**src/rib_cfg.svh**
```systemverilog
`ifndef RIB_CFG_SVH
`define RIB_CFG_SVH

// bus widths
`define RIB_ADDR_W 32
`define RIB_DATA_W 32

// word ram size
`define RAM_DEPTH 256

// region codes, taken from addr[31:28]
`define REGION_W     4
`define REGION_RAM   4'h0
`define REGION_TIMER 4'h1

`endif

```
**src/rib_pkg.sv**
```systemverilog
`default_nettype none

`include "rib_cfg.svh"

package rib_pkg;

    // payload types shared by every bus port
    typedef logic [`RIB_ADDR_W-1:0] addr_t;
    typedef logic [`RIB_DATA_W-1:0] data_t;
    typedef logic [`REGION_W-1:0]   region_t;

    // owner of the bus in the current cycle
    typedef enum logic [1:0] {
        GRANT_NONE = 2'd0,
        GRANT_CORE = 2'd1,
        GRANT_DBG  = 2'd2
    } grant_e;

    // decoded target of the winning access
    typedef enum logic [1:0] {
        SEL_RAM   = 2'd0,
        SEL_TIMER = 2'd1,
        SEL_NONE  = 2'd2
    } slave_e;

endpackage

`default_nettype wire

```
**src/rib_if.sv**
```systemverilog
`timescale 1ns/1ns
`default_nettype none

interface rib_if;

    logic            req;
    logic            we;
    rib_pkg::addr_t  addr;
    rib_pkg::data_t  wdata;
    rib_pkg::data_t  rdata;
    logic            ready;

    // side that starts an access
    modport master (
        output req,
        output we,
        output addr,
        output wdata,
        input  rdata,
        input  ready
    );

    // side that answers an access
    modport slave (
        input  req,
        input  we,
        input  addr,
        input  wdata,
        output rdata,
        output ready
    );

endinterface

`default_nettype wire

```
**src/rib.sv**
```systemverilog
`timescale 1ns/1ns
`default_nettype none

`include "rib_cfg.svh"

module rib (
    rib_if.slave  m_core_i,
    rib_if.slave  m_dbg_i,
    rib_if.master s_ram_o,
    rib_if.master s_timer_o,
    output logic  hold_o
);

    rib_pkg::grant_e  grant;
    rib_pkg::slave_e  sel;
    rib_pkg::region_t region;

    logic             bus_req;
    logic             bus_we;
    rib_pkg::addr_t   bus_addr;
    rib_pkg::data_t   bus_wdata;
    rib_pkg::data_t   bus_rdata;
    logic             bus_ready;

    // fixed priority, debug wins
    always_comb begin
        if (m_dbg_i.req) begin
            grant = rib_pkg::GRANT_DBG;
        end else if (m_core_i.req) begin
            grant = rib_pkg::GRANT_CORE;
        end else begin
            grant = rib_pkg::GRANT_NONE;
        end
    end

    // core waits while debug owns the bus
    assign hold_o = m_core_i.req & m_dbg_i.req;

    // forward the winner
    always_comb begin
        bus_req   = 1'b0;
        bus_we    = 1'b0;
        bus_addr  = '0;
        bus_wdata = '0;
        case (grant)
            rib_pkg::GRANT_DBG: begin
                bus_req   = 1'b1;
                bus_we    = m_dbg_i.we;
                bus_addr  = m_dbg_i.addr;
                bus_wdata = m_dbg_i.wdata;
            end
            rib_pkg::GRANT_CORE: begin
                bus_req   = 1'b1;
                bus_we    = m_core_i.we;
                bus_addr  = m_core_i.addr;
                bus_wdata = m_core_i.wdata;
            end
            default: begin
            end
        endcase
    end

    // address decode on the top nibble
    assign region = bus_addr[`RIB_ADDR_W-1 -: `REGION_W];

    always_comb begin
        case (region)
            `REGION_RAM:   sel = rib_pkg::SEL_RAM;
            `REGION_TIMER: sel = rib_pkg::SEL_TIMER;
            default:       sel = rib_pkg::SEL_NONE;
        endcase
    end

    // addr, we and wdata broadcast, req only to the target
    assign s_ram_o.req     = bus_req & (sel == rib_pkg::SEL_RAM);
    assign s_ram_o.we      = bus_we;
    assign s_ram_o.addr    = bus_addr;
    assign s_ram_o.wdata   = bus_wdata;

    assign s_timer_o.req   = bus_req & (sel == rib_pkg::SEL_TIMER);
    assign s_timer_o.we    = bus_we;
    assign s_timer_o.addr  = bus_addr;
    assign s_timer_o.wdata = bus_wdata;

    // read return, unmapped reads give zero and complete at once
    always_comb begin
        case (sel)
            rib_pkg::SEL_RAM: begin
                bus_rdata = s_ram_o.rdata;
                bus_ready = s_ram_o.ready;
            end
            rib_pkg::SEL_TIMER: begin
                bus_rdata = s_timer_o.rdata;
                bus_ready = s_timer_o.ready;
            end
            default: begin
                bus_rdata = '0;
                bus_ready = bus_req;
            end
        endcase
    end

    // answer only the winner
    assign m_dbg_i.ready  = (grant == rib_pkg::GRANT_DBG) & bus_ready;
    assign m_dbg_i.rdata  = (grant == rib_pkg::GRANT_DBG) ? bus_rdata : '0;
    assign m_core_i.ready = (grant == rib_pkg::GRANT_CORE) & bus_ready;
    assign m_core_i.rdata = (grant == rib_pkg::GRANT_CORE) ? bus_rdata : '0;

endmodule

`default_nettype wire

```
**src/flat_wrapper.sv**
```systemverilog
// flat-port wrapper written by rule: the top's interface ports become plain ports
module rib_flat 
  (hold_o, m_core_i_req, m_core_i_we, m_core_i_addr, m_core_i_wdata, m_core_i_rdata, m_core_i_ready, m_dbg_i_req, m_dbg_i_we, m_dbg_i_addr, m_dbg_i_wdata, m_dbg_i_rdata, m_dbg_i_ready, s_ram_o_req, s_ram_o_we, s_ram_o_addr, s_ram_o_wdata, s_ram_o_rdata, s_ram_o_ready, s_timer_o_req, s_timer_o_we, s_timer_o_addr, s_timer_o_wdata, s_timer_o_rdata, s_timer_o_ready);
  rib_if m_core_i_i ();
  rib_if m_dbg_i_i ();
  rib_if s_ram_o_i ();
  rib_if s_timer_o_i ();
  output logic hold_o;
  input wire logic [$bits(m_core_i_i.req)-1:0] m_core_i_req;
  input wire logic [$bits(m_core_i_i.we)-1:0] m_core_i_we;
  input wire logic [$bits(m_core_i_i.addr)-1:0] m_core_i_addr;
  input wire logic [$bits(m_core_i_i.wdata)-1:0] m_core_i_wdata;
  output wire logic [$bits(m_core_i_i.rdata)-1:0] m_core_i_rdata;
  output wire logic [$bits(m_core_i_i.ready)-1:0] m_core_i_ready;
  input wire logic [$bits(m_dbg_i_i.req)-1:0] m_dbg_i_req;
  input wire logic [$bits(m_dbg_i_i.we)-1:0] m_dbg_i_we;
  input wire logic [$bits(m_dbg_i_i.addr)-1:0] m_dbg_i_addr;
  input wire logic [$bits(m_dbg_i_i.wdata)-1:0] m_dbg_i_wdata;
  output wire logic [$bits(m_dbg_i_i.rdata)-1:0] m_dbg_i_rdata;
  output wire logic [$bits(m_dbg_i_i.ready)-1:0] m_dbg_i_ready;
  output wire logic [$bits(s_ram_o_i.req)-1:0] s_ram_o_req;
  output wire logic [$bits(s_ram_o_i.we)-1:0] s_ram_o_we;
  output wire logic [$bits(s_ram_o_i.addr)-1:0] s_ram_o_addr;
  output wire logic [$bits(s_ram_o_i.wdata)-1:0] s_ram_o_wdata;
  input wire logic [$bits(s_ram_o_i.rdata)-1:0] s_ram_o_rdata;
  input wire logic [$bits(s_ram_o_i.ready)-1:0] s_ram_o_ready;
  output wire logic [$bits(s_timer_o_i.req)-1:0] s_timer_o_req;
  output wire logic [$bits(s_timer_o_i.we)-1:0] s_timer_o_we;
  output wire logic [$bits(s_timer_o_i.addr)-1:0] s_timer_o_addr;
  output wire logic [$bits(s_timer_o_i.wdata)-1:0] s_timer_o_wdata;
  input wire logic [$bits(s_timer_o_i.rdata)-1:0] s_timer_o_rdata;
  input wire logic [$bits(s_timer_o_i.ready)-1:0] s_timer_o_ready;
  assign m_core_i_i.req = m_core_i_req;
  assign m_core_i_i.we = m_core_i_we;
  assign m_core_i_i.addr = m_core_i_addr;
  assign m_core_i_i.wdata = m_core_i_wdata;
  assign m_core_i_rdata = m_core_i_i.rdata;
  assign m_core_i_ready = m_core_i_i.ready;
  assign m_dbg_i_i.req = m_dbg_i_req;
  assign m_dbg_i_i.we = m_dbg_i_we;
  assign m_dbg_i_i.addr = m_dbg_i_addr;
  assign m_dbg_i_i.wdata = m_dbg_i_wdata;
  assign m_dbg_i_rdata = m_dbg_i_i.rdata;
  assign m_dbg_i_ready = m_dbg_i_i.ready;
  assign s_ram_o_req = s_ram_o_i.req;
  assign s_ram_o_we = s_ram_o_i.we;
  assign s_ram_o_addr = s_ram_o_i.addr;
  assign s_ram_o_wdata = s_ram_o_i.wdata;
  assign s_ram_o_i.rdata = s_ram_o_rdata;
  assign s_ram_o_i.ready = s_ram_o_ready;
  assign s_timer_o_req = s_timer_o_i.req;
  assign s_timer_o_we = s_timer_o_i.we;
  assign s_timer_o_addr = s_timer_o_i.addr;
  assign s_timer_o_wdata = s_timer_o_i.wdata;
  assign s_timer_o_i.rdata = s_timer_o_rdata;
  assign s_timer_o_i.ready = s_timer_o_ready;
  rib u_core (.m_core_i(m_core_i_i), .m_dbg_i(m_dbg_i_i), .s_ram_o(s_ram_o_i), .s_timer_o(s_timer_o_i), .hold_o(hold_o));
endmodule
```
**config.mk**
```make
export PLATFORM = sky130hd
export DESIGN_NAME = rib_flat
export DESIGN_NICKNAME = d
export VERILOG_FILES = /design/src/rib_pkg.sv /design/src/rib_if.sv /design/src/rib.sv /design/src/flat_wrapper.sv
export VERILOG_INCLUDE_DIRS = /design/src
export SDC_FILE = /design/constraint.sdc
export NUM_CORES = 1
export LEC_CHECK = 0
export CORE_AREA = 2 2 152 154
export DETAILED_ROUTE_END_ITERATION = 8
export DIE_AREA = 0 0 154 156
export DONT_BUFFER_PORTS = 1
export GPL_ROUTABILITY_DRIVEN = 0
export SLEW_MARGIN = 30
export SYNTH_ARGS = -nofsm -noshare
export SYNTH_HDL_FRONTEND = slang
export SYNTH_SLANG_ARGS = --single-unit
export TNS_END_PERCENT = 10
```
**constraint.sdc**
```tcl
create_clock -name vclk -period 1
set_input_delay 0.05 -clock vclk [all_inputs]
set_output_delay 0.05 -clock vclk [all_outputs]
set_load 0.02 [all_outputs]
```
==> results.toml <==
[outcome]
status = "complete, but fails checks"
violations = "negative setup slack"

[floorplan]
core_um2 = 22400
rows = 55
initial_core_util_pct = 8.51
die_h_um = 156
die_w_um = 154
dieArea_um2 = 24000
io_pins = 397

[drt]
vias = 2157
first_iter_violations = 94
drc = 0
firstDrtPassIters = 4
wl_per_cell_um = 20.0
ant_nets = 0
viasPerCell = 3.83
wirelength_um = 11200

[global_routing]
gr-total-overflow = 0
grt_max_degree = 74
grt_pass1_wl_um = 14200
grt_pass1_vias = 2104
grt.total_usage_pct = 8.03
grt_antenna_before_repair = 0

[logic_synthesis]
yosysWarnings = 0
synth_cell_types = 19
syn_inst = 270
post-synth-top-area-fraction_pct = 29.0
yosys-top-cells-area = "a22o_1 29%, buf_4 26%, mux2i_1 17%"
synth_nets = 468
syn-cell-area_um2 = 1900
syn-mean-instance-area_um2 = 7.05
ys_seq_area_share_pct = 0
synth_area_leader_cell = "a22o_1"

[final_layout]
syn_to_final_growth_pct = 87.2
register_area_um2 = 0
drive_gt1_share_pct = 93.5
stdcell_count = 563
final_common_cell = "buf_4"
insertedDiodeCount = 0
clockBufferCount = 0
final_cell_mix = "63 x buf_4, 60 x nor2_2, 56 x a22o_4"
fin_nets = 478
seq_cell_count = 0

[timing]
fin_crit_sh_pct = 114
maxSlewHeadroom_pct = 75.5
rsz0062_at_grt = "yes"
max_freq_mhz = 875
finalHoldViolations = 0
fin_crit_ns = 1.14
setup_violations = 107
worst_pin_slew_ns = 0.371
layout_setup_ws_ns = -0.143
finalMaxSlewViolations = 0

[setup_path]
crit_fanout = 7
end_kind = "primary output"
cp_slowest_cell = "o21a_4"
cp-start-kind = "primary input"
required_ns = 0.95
worstPathArrival_ns = 1.09
cp_cell_sequence = "nand2_1 -> o21a_4 -> buf_12 -> buf_16 -> mux2i_4 -> nor2_2 -> buf_4"
slowest_delay_ns = 0.23
crit_type = "primary input to primary output"

[hold_path]
hold_class = "primary input to primary output"

[power_and_ir_drop]
seqPwrFrac_pct = 0
power_uw = 2130
p_clk_share_pct = 0
p_comb_share_pct = 100.0
p_int_uw = 912
peakVddDrop_v = 0.000204
leakagePower_uw = 0.00142
p_sw_uw = 1220
swShare_pct = 57.3
power_per_cell_area_nw_per_um2 = 599

[run]
max_cap_viol_count = 0

[placement]
placed_cells = 558
dp_hpwl_um = 9210
io_buffers = 0

[clock_network]
cts_hold_buf = 0
-- layout make-up --
type | count | area, um^2
fill | 2458 | 18800
tap | 285 | 357
multi-input combinational | 177 | 2150
inverter | 3 | 11.3
timing repair buffer | 98 | 1040
-- critical path, delay by kind of cell --
family / cells / cell delay [ns]
AOI/OAI and AO/OA: 1 / 0.23
buffers and inverters: 3 / 0.44
muxes: 1 / 0.19
and+or+nand+nor: 2 / 0.17
-- stage by stage --
step | worst slack [ns] | area, um^2 | util (%) | setup TNS (ns) | hold slack, ns
after floorplan | -0.0836 | 2430 | - | -6.54 | 0.213
after global placement | -0.178 | 2940 | 13.2 | -9.80 | 0.267
after detailed placement | -0.201 | 2940 | 13.2 | -10.64 | 0.267
after CTS | -0.147 | 3460 | 15.5 | -10.98 | 0.267
after global routing | -0.189 | 3560 | 15.9 | -15.90 | 0.270
final | -0.143 | 3560 | 15.9 | -7.55 | 0.267
-- cells in the mapped netlist (2+ instances only) --
cell type / instances
nor2_1: 66
buf_4: 65
a22o_1: 63
mux2i_1: 33
buf_2: 9
buf_6: 8
clkbuf_1: 8
inv_1: 3
nand2_1: 3
nor3_1: 2
o21ai_0: 2
-- routing by layer --
metal | up-vias | wire length, um | GRT usage, %
met3 | 8 | 1640 | 3.92
met5 | - | 0 | 0
met1 | 988 | 3600 | 8.14
met4 | 0 | 134 | 0.935
li1 | 921 | - | -
met2 | 240 | 5870 | 15.3
-- cell families after synthesis --
family                 share of synthesized area (%)
buffers and inverters                           34.9
AOI/OAI and AO/OA                               31.4
muxes                                           17.4
and+or+nand+nor                                 16.3
-- path summary, 6_finish.rpt --
check	to	start	cells past startpoint
worst min-delay path	s_ram_o_wdata[21]	m_core_i_wdata[21]	1
worst max-delay path	m_core_i_rdata[13]	m_core_i_addr[28]	7
-- power by group through the flow --
| stage | logic, uW | clock network [uW] | registers (uW) |
|---|---|---|---|
| 2_1_floorplan | 1730 | 0 | 0 |
| 3_3_place_gp | 1820 | 0 | 0 |
| 3_5_place_dp | 1830 | 0 | 0 |
| 4_1_cts | 2110 | 0 | 0 |
| 5_1_grt | 2240 | 0 | 0 |
| 6_report | 2130 | 0 | 0 |
-- timing repair --
item	in CTS	in global routing
gates cloned	3	0
endpoints found under the hold margin	0	0
setup endpoints to repair	119	169
resized for setup	71	24
pin swaps	1	0
setup buffers	2	0
No activity file was read; power rests on OpenSTA's default activity.
