<file path="src/rib_cfg.svh">
`ifndef RIB_CFG_SVH
`define RIB_CFG_SVH

// bus widths
`define RIB_ADDR_W 32
`define RIB_DATA_W 32

// word ram size
`define RAM_DEPTH 256

// region codes, taken from addr[31:28]
`define REGION_W     4
`define REGION_RAM   4'h0
`define REGION_TIMER 4'h1

`endif

</file>
<file path="src/rib_pkg.sv">
`default_nettype none

`include "rib_cfg.svh"

package rib_pkg;

    // payload types shared by every bus port
    typedef logic [`RIB_ADDR_W-1:0] addr_t;
    typedef logic [`RIB_DATA_W-1:0] data_t;
    typedef logic [`REGION_W-1:0]   region_t;

    // owner of the bus in the current cycle
    typedef enum logic [1:0] {
        GRANT_NONE = 2'd0,
        GRANT_CORE = 2'd1,
        GRANT_DBG  = 2'd2
    } grant_e;

    // decoded target of the winning access
    typedef enum logic [1:0] {
        SEL_RAM   = 2'd0,
        SEL_TIMER = 2'd1,
        SEL_NONE  = 2'd2
    } slave_e;

endpackage

`default_nettype wire

</file>
<file path="src/periph_pkg.sv">
`default_nettype none

package periph_pkg;

    // word offsets inside the timer region, from addr[3:2]
    typedef enum logic [1:0] {
        REG_CTRL  = 2'd0,
        REG_COUNT = 2'd1,
        REG_VALUE = 2'd2
    } timer_reg_e;

    // ctrl register bit positions
    localparam int unsigned CTRL_EN     = 0;
    localparam int unsigned CTRL_INT_EN = 1;
    // write 1 to clear
    localparam int unsigned CTRL_PEND   = 2;

    // number of implemented ctrl bits
    localparam int unsigned CTRL_W      = 3;

endpackage

`default_nettype wire

</file>
<file path="src/rib_if.sv">
`timescale 1ns/1ns
`default_nettype none

interface rib_if;

    logic            req;
    logic            we;
    rib_pkg::addr_t  addr;
    rib_pkg::data_t  wdata;
    rib_pkg::data_t  rdata;
    logic            ready;

    // side that starts an access
    modport master (
        output req,
        output we,
        output addr,
        output wdata,
        input  rdata,
        input  ready
    );

    // side that answers an access
    modport slave (
        input  req,
        input  we,
        input  addr,
        input  wdata,
        output rdata,
        output ready
    );

endinterface

`default_nettype wire

</file>
<file path="src/timer.sv">
`timescale 1ns/1ns
`default_nettype none

module timer (
    input  logic  clk_i,
    input  logic  rst_n_i,
    rib_if.slave  bus_i,
    output logic  irq_o
);

    periph_pkg::timer_reg_e reg_sel;

    logic           ctrl_en;
    logic           ctrl_int_en;
    logic           pend;
    rib_pkg::data_t count;
    rib_pkg::data_t value;

    logic           wr;
    logic           hit;

    assign reg_sel = periph_pkg::timer_reg_e'(bus_i.addr[3:2]);
    assign wr      = bus_i.req & bus_i.we;

    // compare match while running
    assign hit = ctrl_en & (count == value);

    always_ff @(posedge clk_i or negedge rst_n_i) begin
        if (!rst_n_i) begin
            ctrl_en     <= 1'b0;
            ctrl_int_en <= 1'b0;
            pend        <= 1'b0;
            count       <= '0;
            value       <= '0;
        end else begin
            if (hit) begin
                count <= '0;
                pend  <= 1'b1;
            end else if (ctrl_en) begin
                count <= count + 1'b1;
            end

            // bus writes override the counter
            if (wr) begin
                case (reg_sel)
                    periph_pkg::REG_CTRL: begin
                        ctrl_en     <= bus_i.wdata[periph_pkg::CTRL_EN];
                        ctrl_int_en <= bus_i.wdata[periph_pkg::CTRL_INT_EN];
                        if (bus_i.wdata[periph_pkg::CTRL_PEND]) begin
                            pend <= 1'b0;
                        end
                    end
                    periph_pkg::REG_COUNT: count <= bus_i.wdata;
                    periph_pkg::REG_VALUE: value <= bus_i.wdata;
                    default: begin
                    end
                endcase
            end
        end
    end

    // register read, offset 3 reads zero
    always_comb begin
        bus_i.rdata = '0;
        case (reg_sel)
            periph_pkg::REG_CTRL: begin
                bus_i.rdata[periph_pkg::CTRL_EN]     = ctrl_en;
                bus_i.rdata[periph_pkg::CTRL_INT_EN] = ctrl_int_en;
                bus_i.rdata[periph_pkg::CTRL_PEND]   = pend;
            end
            periph_pkg::REG_COUNT: bus_i.rdata = count;
            periph_pkg::REG_VALUE: bus_i.rdata = value;
            default: begin
            end
        endcase
    end

    assign bus_i.ready = bus_i.req;

    assign irq_o = pend & ctrl_int_en;

endmodule

`default_nettype wire

</file>
<file path="src/flat_wrapper.sv">
// flat-port wrapper written by rule: the top's interface ports become plain ports
module timer_flat 
  (clk_i, rst_n_i, irq_o, bus_i_req, bus_i_we, bus_i_addr, bus_i_wdata, bus_i_rdata, bus_i_ready);
  rib_if bus_i_i ();
  input  logic clk_i;
  input  logic rst_n_i;
  output logic irq_o;
  input wire logic [$bits(bus_i_i.req)-1:0] bus_i_req;
  input wire logic [$bits(bus_i_i.we)-1:0] bus_i_we;
  input wire logic [$bits(bus_i_i.addr)-1:0] bus_i_addr;
  input wire logic [$bits(bus_i_i.wdata)-1:0] bus_i_wdata;
  output wire logic [$bits(bus_i_i.rdata)-1:0] bus_i_rdata;
  output wire logic [$bits(bus_i_i.ready)-1:0] bus_i_ready;
  assign bus_i_i.req = bus_i_req;
  assign bus_i_i.we = bus_i_we;
  assign bus_i_i.addr = bus_i_addr;
  assign bus_i_i.wdata = bus_i_wdata;
  assign bus_i_rdata = bus_i_i.rdata;
  assign bus_i_ready = bus_i_i.ready;
  timer u_core (.clk_i(clk_i), .rst_n_i(rst_n_i), .bus_i(bus_i_i), .irq_o(irq_o));
endmodule
</file>
<file path="config.mk">
export PLATFORM = sky130hd
export DESIGN_NAME = timer_flat
export DESIGN_NICKNAME = d
export VERILOG_FILES = /design/src/rib_pkg.sv /design/src/periph_pkg.sv /design/src/rib_if.sv /design/src/timer.sv /design/src/flat_wrapper.sv
export VERILOG_INCLUDE_DIRS = /design/src
export SDC_FILE = /design/constraint.sdc
export NUM_CORES = 1
export LEC_CHECK = 0
export ABC_AREA = 1
export BUFFER_PORTS_ARGS = -buffer_cell sky130_fd_sc_hd__buf_2
export CAP_MARGIN = 10
export CORE_ASPECT_RATIO = 1.75
export CORE_MARGIN = 2
export CORE_UTILIZATION = 39
export CTS_BUF_LIST = sky130_fd_sc_hd__clkbuf_8
export CTS_CLUSTER_SIZE = 14
export DETAILED_ROUTE_END_ITERATION = 10
export SLEW_MARGIN = 5
export SYNTH_ARGS = -nofsm -noshare
export SYNTH_HDL_FRONTEND = slang
export SYNTH_SLANG_ARGS = --single-unit
</file>
<file path="constraint.sdc">
create_clock -name clk_i -period 1.9 [get_ports clk_i]
set_input_delay 0.095 -clock clk_i [delete_from_list [all_inputs] [get_ports clk_i]]
set_output_delay 0.095 -clock clk_i [all_outputs]
set_load 0.02 [all_outputs]
</file>
==> impl_metrics.toml, run 1 <==
[routing]
drt-wirelength-per-cell_um = 14.6
drt-initial-drc-count = 182
totalWireLength_um = 13400
drtPass1Iterations = 5
ant_nets = 0
drc = 0
num_vias = 4562
routed_via_density = 4.97

[sta]
fin_worst_skew_ns = 0.00980
rsz0062_at_grt = "false"
final_hold_viol_count = 0
max_clock_freq_mhz = 561
min_period_ns = 1.78
tns_ns = 0
maxSlewViolCount = 0
period_share = 0.938
tightest_slew_ns = 0.418
finalSetupViolCount = 0
slew_headroom = 0.721

[final_layout]
area_delta_synth_final_pct = 22.3
finish.utilization = 0.485
diodes = 0
fin_cells = 917
nNetsFinal = 848
drive_above_1_share = 0.209

[clock_network]
cts_tree = "built"
ctsLongestPathBuffers = 2
cts_made_buffers = 9
htreeDepth = 3
clkLatencyLatePin_ns = 0.36
root_buffer = "clkbuf_8"
clkSlewWorstSetupHoldPaths_ns = 0.08
cts.sinks = 67

[worst_setup_path]
cp_max_fo = 7
critPathArrivalTime_ns = 2.03
crit_end = "u_core.count[14]"
worst_ep_required_time_ns = 2.15
path_class = "flop to flop"
r2r-start = "u_core.count[0]"
cp_cell_sequence = "ha_1 > nand4_1 > nor2_4 > nand3_1 > xor2_1 > inv_1 > nand3_1 > nand2_1"
crit_start = "u_core.count[0]"
rrSetupSlack_ns = 0.12
cp-end-kind = "flop"
r2r-end = "u_core.count[14]"
crit_path_start_kind = "flop"
cp_slowest_cell = "dfrtp_1"
crit_top_cell = "nand3_1"
cpPeakStageDelay_ns = 0.45
reg2reg_depth = 8

[placed_design]
placed_cells = 867
port_buffers = 71
place_hpwl_um = 9590
routabilityCongestion = 0.952

[hold_path]
min_path_type = "input pin to flop"

[logic_synthesis]
synth.distinct_cells = 34
ys_seq_area_frac = 0.356
netlist.area_leader.share = 0.356
yosysTopAreaCell = "dfrtp_1"
syn_inst = 675
synth_nets = 748
synth_warnings = 0
synth.top_cells.by_area = "dfrtp_1, nand2_1, inv_1"
ys_ff_latch = 67
synth_area_mm2 = 0.00470
syn_avg_cell_area_um2 = 6.97

[job]
drv_cap = 0

[floorplanning]
initial_utilization = 0.396
die_y_um = 149
rows = 53
core-area_mm2 = 0.0119
dieWidth_um = 87.0
boundaryPins = 102
die-area_mm2 = 0.0130

[global_route]
grt_pass1_wl_um = 21800
antenna_found_initial = 0
grt_max_degree = 68
grt_overflow_total = 0
grt_pass1_vias = 4623
grt_usage = 0.216

[power]
power.leakage_nw = 2.92
ir_drop_v = 0.000349
power_density_mw_per_mm2 = 861

[run_status]
status = "finished clean"
-- sequential cells by signal, summed over array words and instances, names as in the netlist --
signal and cells:
u_core.count 32, u_core.ctrl_int_en 1, u_core.value 32, u_core.ctrl_en 1, u_core.pend 1
-- power by group --
part           switching, mW  leakage, nW  total [mW]  internal [mW]
sequential             0.435        0.804        2.18           1.74
combinational          0.892         2.03        1.59          0.701
clock                  0.586       0.0950        1.19          0.600
-- per-layer routing --
layer	wire length, um	GRT usage	vias up
met3	507	0.0387	39
met2	7370	0.397	107
li1	-	-	2304
met4	450	0.0992	0
met5	0	0	-
met1	5020	0.232	2112
-- how the worst min path moves through the flow --
| stage | startpoint | to | slack (ns) | cells past startpoint |
|---|---|---|---|---|
| after CTS | bus_i_we | u_core.ctrl_int_en | 0.26 | 5 |
| final | bus_i_we | u_core.ctrl_int_en | 0.27 | 5 |
| after floorplan | rst_n_i | u_core.count[0] | -0.20 | 0 |
| after global placement | rst_n_i | u_core.value[15] | 0.14 | 2 |
| after detailed placement | rst_n_i | u_core.value[12] | 0.15 | 2 |
| after global routing | bus_i_we | u_core.ctrl_en | 0.31 | 5 |
-- final cells by class --
class                   instances  area, um^2
multi-input cells             498        2560
flip-flops and latches         67        1680
clock buffers                   9         124
inverters                      77         289
clock inverters                 7        68.8
well taps                     137         171
repair buffers                122         858
fillers                      1242        6120
-- cells in the final DEF, fill, tap and decap left out --
| cell type | synthesis | routed |
|---|---|---|
| a21oi_1 | 44 | 44 |
| a21oi_2 | 1 | 1 |
| and2_1 | 1 | 1 |
| buf_12 | 0 | 3 |
| buf_2 | 6 | 71 |
| buf_4 | 4 | 15 |
| bufinv_16 | 0 | 1 |
| clkbuf_8 | 0 | 9 |
| clkinv_1 | 1 | 1 |
| clkinv_2 | 0 | 3 |
| clkinv_4 | 0 | 1 |
| clkinvlp_4 | 0 | 2 |
| dfrtp_1 | 67 | 66 |
| dfrtp_2 | 0 | 1 |
| dlygate4sd3_1 | 0 | 33 |
| ha_1 | 5 | 5 |
| inv_1 | 71 | 71 |
| inv_2 | 5 | 5 |
| mux2_2 | 15 | 15 |
| nand2_1 | 233 | 232 |
| nand2_2 | 6 | 7 |
| nand2_4 | 1 | 1 |
| nand3_1 | 45 | 45 |
| nand3_2 | 10 | 10 |
| nand3_4 | 1 | 1 |
| nand3b_1 | 3 | 3 |
| nand4_1 | 12 | 12 |
| nor2_1 | 51 | 50 |
| nor2_2 | 9 | 10 |
| nor2_4 | 4 | 4 |
| nor3_1 | 3 | 3 |
| nor3_2 | 3 | 3 |
| nor3b_1 | 1 | 1 |
| o211ai_1 | 2 | 2 |
| o21ai_0 | 13 | 13 |
| o22ai_1 | 2 | 2 |
| xnor2_1 | 12 | 12 |
| xor2_1 | 21 | 21 |
-- per-stage QoR --
| stage | hold slack (ns) | instance area, um^2 | setup slack [ns] | total power, mW |
|---|---|---|---|---|
| floorplan | -0.201 | 4700 | 0.380 | 3.26 |
| global placement | 0.140 | 5220 | 0.162 | 3.70 |
| detailed placement | 0.150 | 5220 | 0.151 | 3.75 |
| CTS | 0.260 | 5740 | 0.128 | 5.01 |
| global route | 0.314 | 5750 | 0.00415 | 5.31 |
| finish | 0.265 | 5750 | 0.118 | 4.96 |
-- timing repair --
action	CTS	global route
resized for setup	0	1
buffers inserted	0	1
hold buffers	33	0
endpoints found under the hold margin	123	0
endpoints found under the setup margin	0	27
-- critical path, delay by kind of cell (launching register included) --
| kind | cells | cell delay (ns) |
|---|---|---|
| AND/OR/NAND/NOR | 5 | 0.76 |
| flip-flops | 1 | 0.45 |
| adder cells (fa/ha/maj) | 1 | 0.24 |
| XOR/XNOR | 1 | 0.16 |
| buffers and inverters | 1 | 0.07 |
-- synthesized netlist by cell type (all sizes together) --
library cell  number
a21oi             45
and2               1
buf               15
clkbuf            18
clkinv             1
dfrtp             67
ha                 5
inv               76
mux2              15
nand2            240
nand3             56
nand3b             3
nand4             12
nor2              64
nor3               6
nor3b              1
o211ai             2
o21ai             13
o22ai              2
xnor2             12
xor2              21
-- logic make-up (layout without fill, tap and decap cells) --
kind of cell / count (synthesis) / after routing / share of synthesized area
AOI/OAI and AO/OA: 62 / 62 / 0.0684
xor gates and xnor gates: 33 / 33 / 0.0615
adders and majority gates: 5 / 5 / 0.0133
buffers and inverters: 110 / 215 / 0.0998
DFF: 67 / 67 / 0.356
muxes: 15 / 15 / 0.0359
and+or+nand+nor: 383 / 383 / 0.365
No activity file was read; power rests on OpenSTA's default activity.
==> run 2: changes to the inputs <==
--- a/config.mk
+++ b/config.mk
@@ -9,12 +9,15 @@
 export ABC_AREA = 1
 export BUFFER_PORTS_ARGS = -buffer_cell sky130_fd_sc_hd__buf_2
 export CAP_MARGIN = 10
+export CELL_PAD_IN_SITES_DETAIL_PLACEMENT = 1
+export CELL_PAD_IN_SITES_GLOBAL_PLACEMENT = 1
 export CORE_ASPECT_RATIO = 1.75
 export CORE_MARGIN = 2
 export CORE_UTILIZATION = 39
 export CTS_BUF_LIST = sky130_fd_sc_hd__clkbuf_8
 export CTS_CLUSTER_SIZE = 14
 export DETAILED_ROUTE_END_ITERATION = 10
+export PLACE_DENSITY_LB_ADDON = 0.1
 export SLEW_MARGIN = 5
 export SYNTH_ARGS = -nofsm -noshare
 export SYNTH_HDL_FRONTEND = slang
==> impl_metrics.toml, run 2 (synthesis results as in run 1) <==
[worst_setup_path]
reg2reg_depth = 8
cp-end-kind = "flop"
path_class = "flop to flop"
critPathArrivalTime_ns = 2.01
cpPeakStageDelay_ns = 0.42
worst_ep_required_time_ns = 2.15
cp_slowest_cell = "dfrtp_2"
crit_path_start_kind = "flop"
cp_max_fo = 7
cp_cell_sequence = "ha_2 > nand4_1 > nor2_4 > buf_4 > xor2_1 > inv_1 > nand3_2 > nand2_1"

[routing]
routed-wl-met3_um = 309
drt-initial-drc-count = 130
drc = 0
totalWireLength_um = 15200
routed-wl-met2_um = 8690
ant_nets = 0
drt-wirelength-per-cell_um = 16.5
drtPass1Iterations = 4
routed_via_density = 5.09
wl_met1_um = 5970
highest_layer = "met4"
num_vias = 4684

[power]
ir_drop_v = 0.000412
totalPowerFinal_mw = 5.24
power.leakage_nw = 2.96
power_density_mw_per_mm2 = 900

[job]
drv_cap = 0

[clock_network]
clkLatencyLatePin_ns = 0.36
htreeDepth = 3
cts_tree = "built"
cts_made_buffers = 9
clkSlewWorstSetupHoldPaths_ns = 0.09
ctsLongestPathBuffers = 2
root_buffer = "clkbuf_8"
cts.sinks = 67

[global_route]
grt_max_degree = 68
antenna_found_initial = 0
grt_pass1_wl_um = 25200
grt_usage = 0.251
grt_pass1_vias = 5104
grt_overflow_total = 0

[final_layout]
nNetsFinal = 851
fin_cells = 920
n_fill_cell = 1569
largest_registers = "u_core.count (32), u_core.value (32)"
layout_commonest_cell = "nand2_1"
final_cell_mix = "nand2_1, inv_1, buf_2, dfrtp_1, nor2_1"
drive_above_1_share = 0.215
diodes = 0
area_delta_synth_final_pct = 23.8

[placed_design]
port_buffers = 71
preCtsSetupSlack_ns = 0.102
place_hpwl_um = 11000
routabilityCongestion = 0.863
placed_cells = 868

[floorplanning]
core-area_mm2 = 0.0119
initial_utilization = 0.396
die-area_mm2 = 0.0130
die_y_um = 149
boundaryPins = 102
dieWidth_um = 87.0
rows = 53

[sta]
worst_slack_ns = 0.139
slew_headroom = 0.696
maxSlewViolCount = 0
final_hold_viol_count = 0
finalSetupViolCount = 0
max_clock_freq_mhz = 568
min_period_ns = 1.76
tightest_slew_ns = 0.454
period_share = 0.927
whs_ns = 0.272
fin_worst_skew_ns = 0.0152

[run_status]
status = "finished clean"

[hold_path]
worstHoldPathCells = 5
min_path_type = "input pin to flop"
[run 2: cell types whose count changed in the layout (fill, tap and decap cells not counted), sizes merged]
cell	before	now
clkinv	5	2
bufinv	1	2
buf	89	92
inv	76	77
clkbuf	9	11
clkinvlp	2	1
[run 2: routing by layer]
| layer | vias up | track usage |
|---|---|---|
| li1 | 2306 | - |
| met1 | 2299 | 0.275 |
| met2 | 64 | 0.478 |
| met3 | 15 | 0.0376 |
| met4 | 0 | 0.0805 |
| met5 | - | 0 |
[run 2: area by class of cell]
cell class,instances,area (um^2),area share
Clock buffer,11,151,0.0260
Clock inverter,5,76.3,0.0131
Inverter,77,289,0.0497
Multi-Input combinational cell,498,2570,0.442
Sequential cell,67,1680,0.288
Tap cell,137,171,0.0294
Timing Repair Buffer,125,881,0.151
[run 2: metrics by stage]
step	util	TNS (ns)	cell area, um^2
after floorplan	-	0	4700
after global placement	0.440	0	5230
after detailed placement	0.440	0	5230
after CTS	0.487	0	5790
after global routing	0.490	-0.00710	5820
final	0.490	0	5820
[run 2: critical path, delay by kind of cell (launching register included)]
kind	cells	cell delay [ns]
adders and majority gates	1	0.24
buffers and inverters	2	0.22
DFF	1	0.42
and+or+nand+nor	4	0.62
xor gates and xnor gates	1	0.13
[run 2: timing repair]
item | 4_1_cts | 5_1_grt
setup buffers | 0 | 3
hold buffers | 33 | 0
endpoints found under the hold margin | 119 | 0
gates resized for setup | 0 | 5
endpoints found under the setup margin | 0 | 8
[run 2: path summary, 6_finish.rpt]
kind / start / to / slack [ns]
hold reg to reg: u_core.ctrl_int_en / u_core.ctrl_int_en / 0.54
setup reg to reg: u_core.count[0] / u_core.count[8] / 0.14
hold / removal: bus_i_we / u_core.ctrl_int_en / 0.27
max in group asynchronous: rst_n_i / u_core.count[25] / 1.28
setup / recovery: u_core.count[0] / u_core.count[8] / 0.14
min in group asynchronous: rst_n_i / u_core.value[6] / 0.29
[run 2: report_power, final]
group | internal (mW) | switching [mW]
combinational | 0.705 | 0.946
clock | 0.804 | 0.595
sequential | 1.74 | 0.446
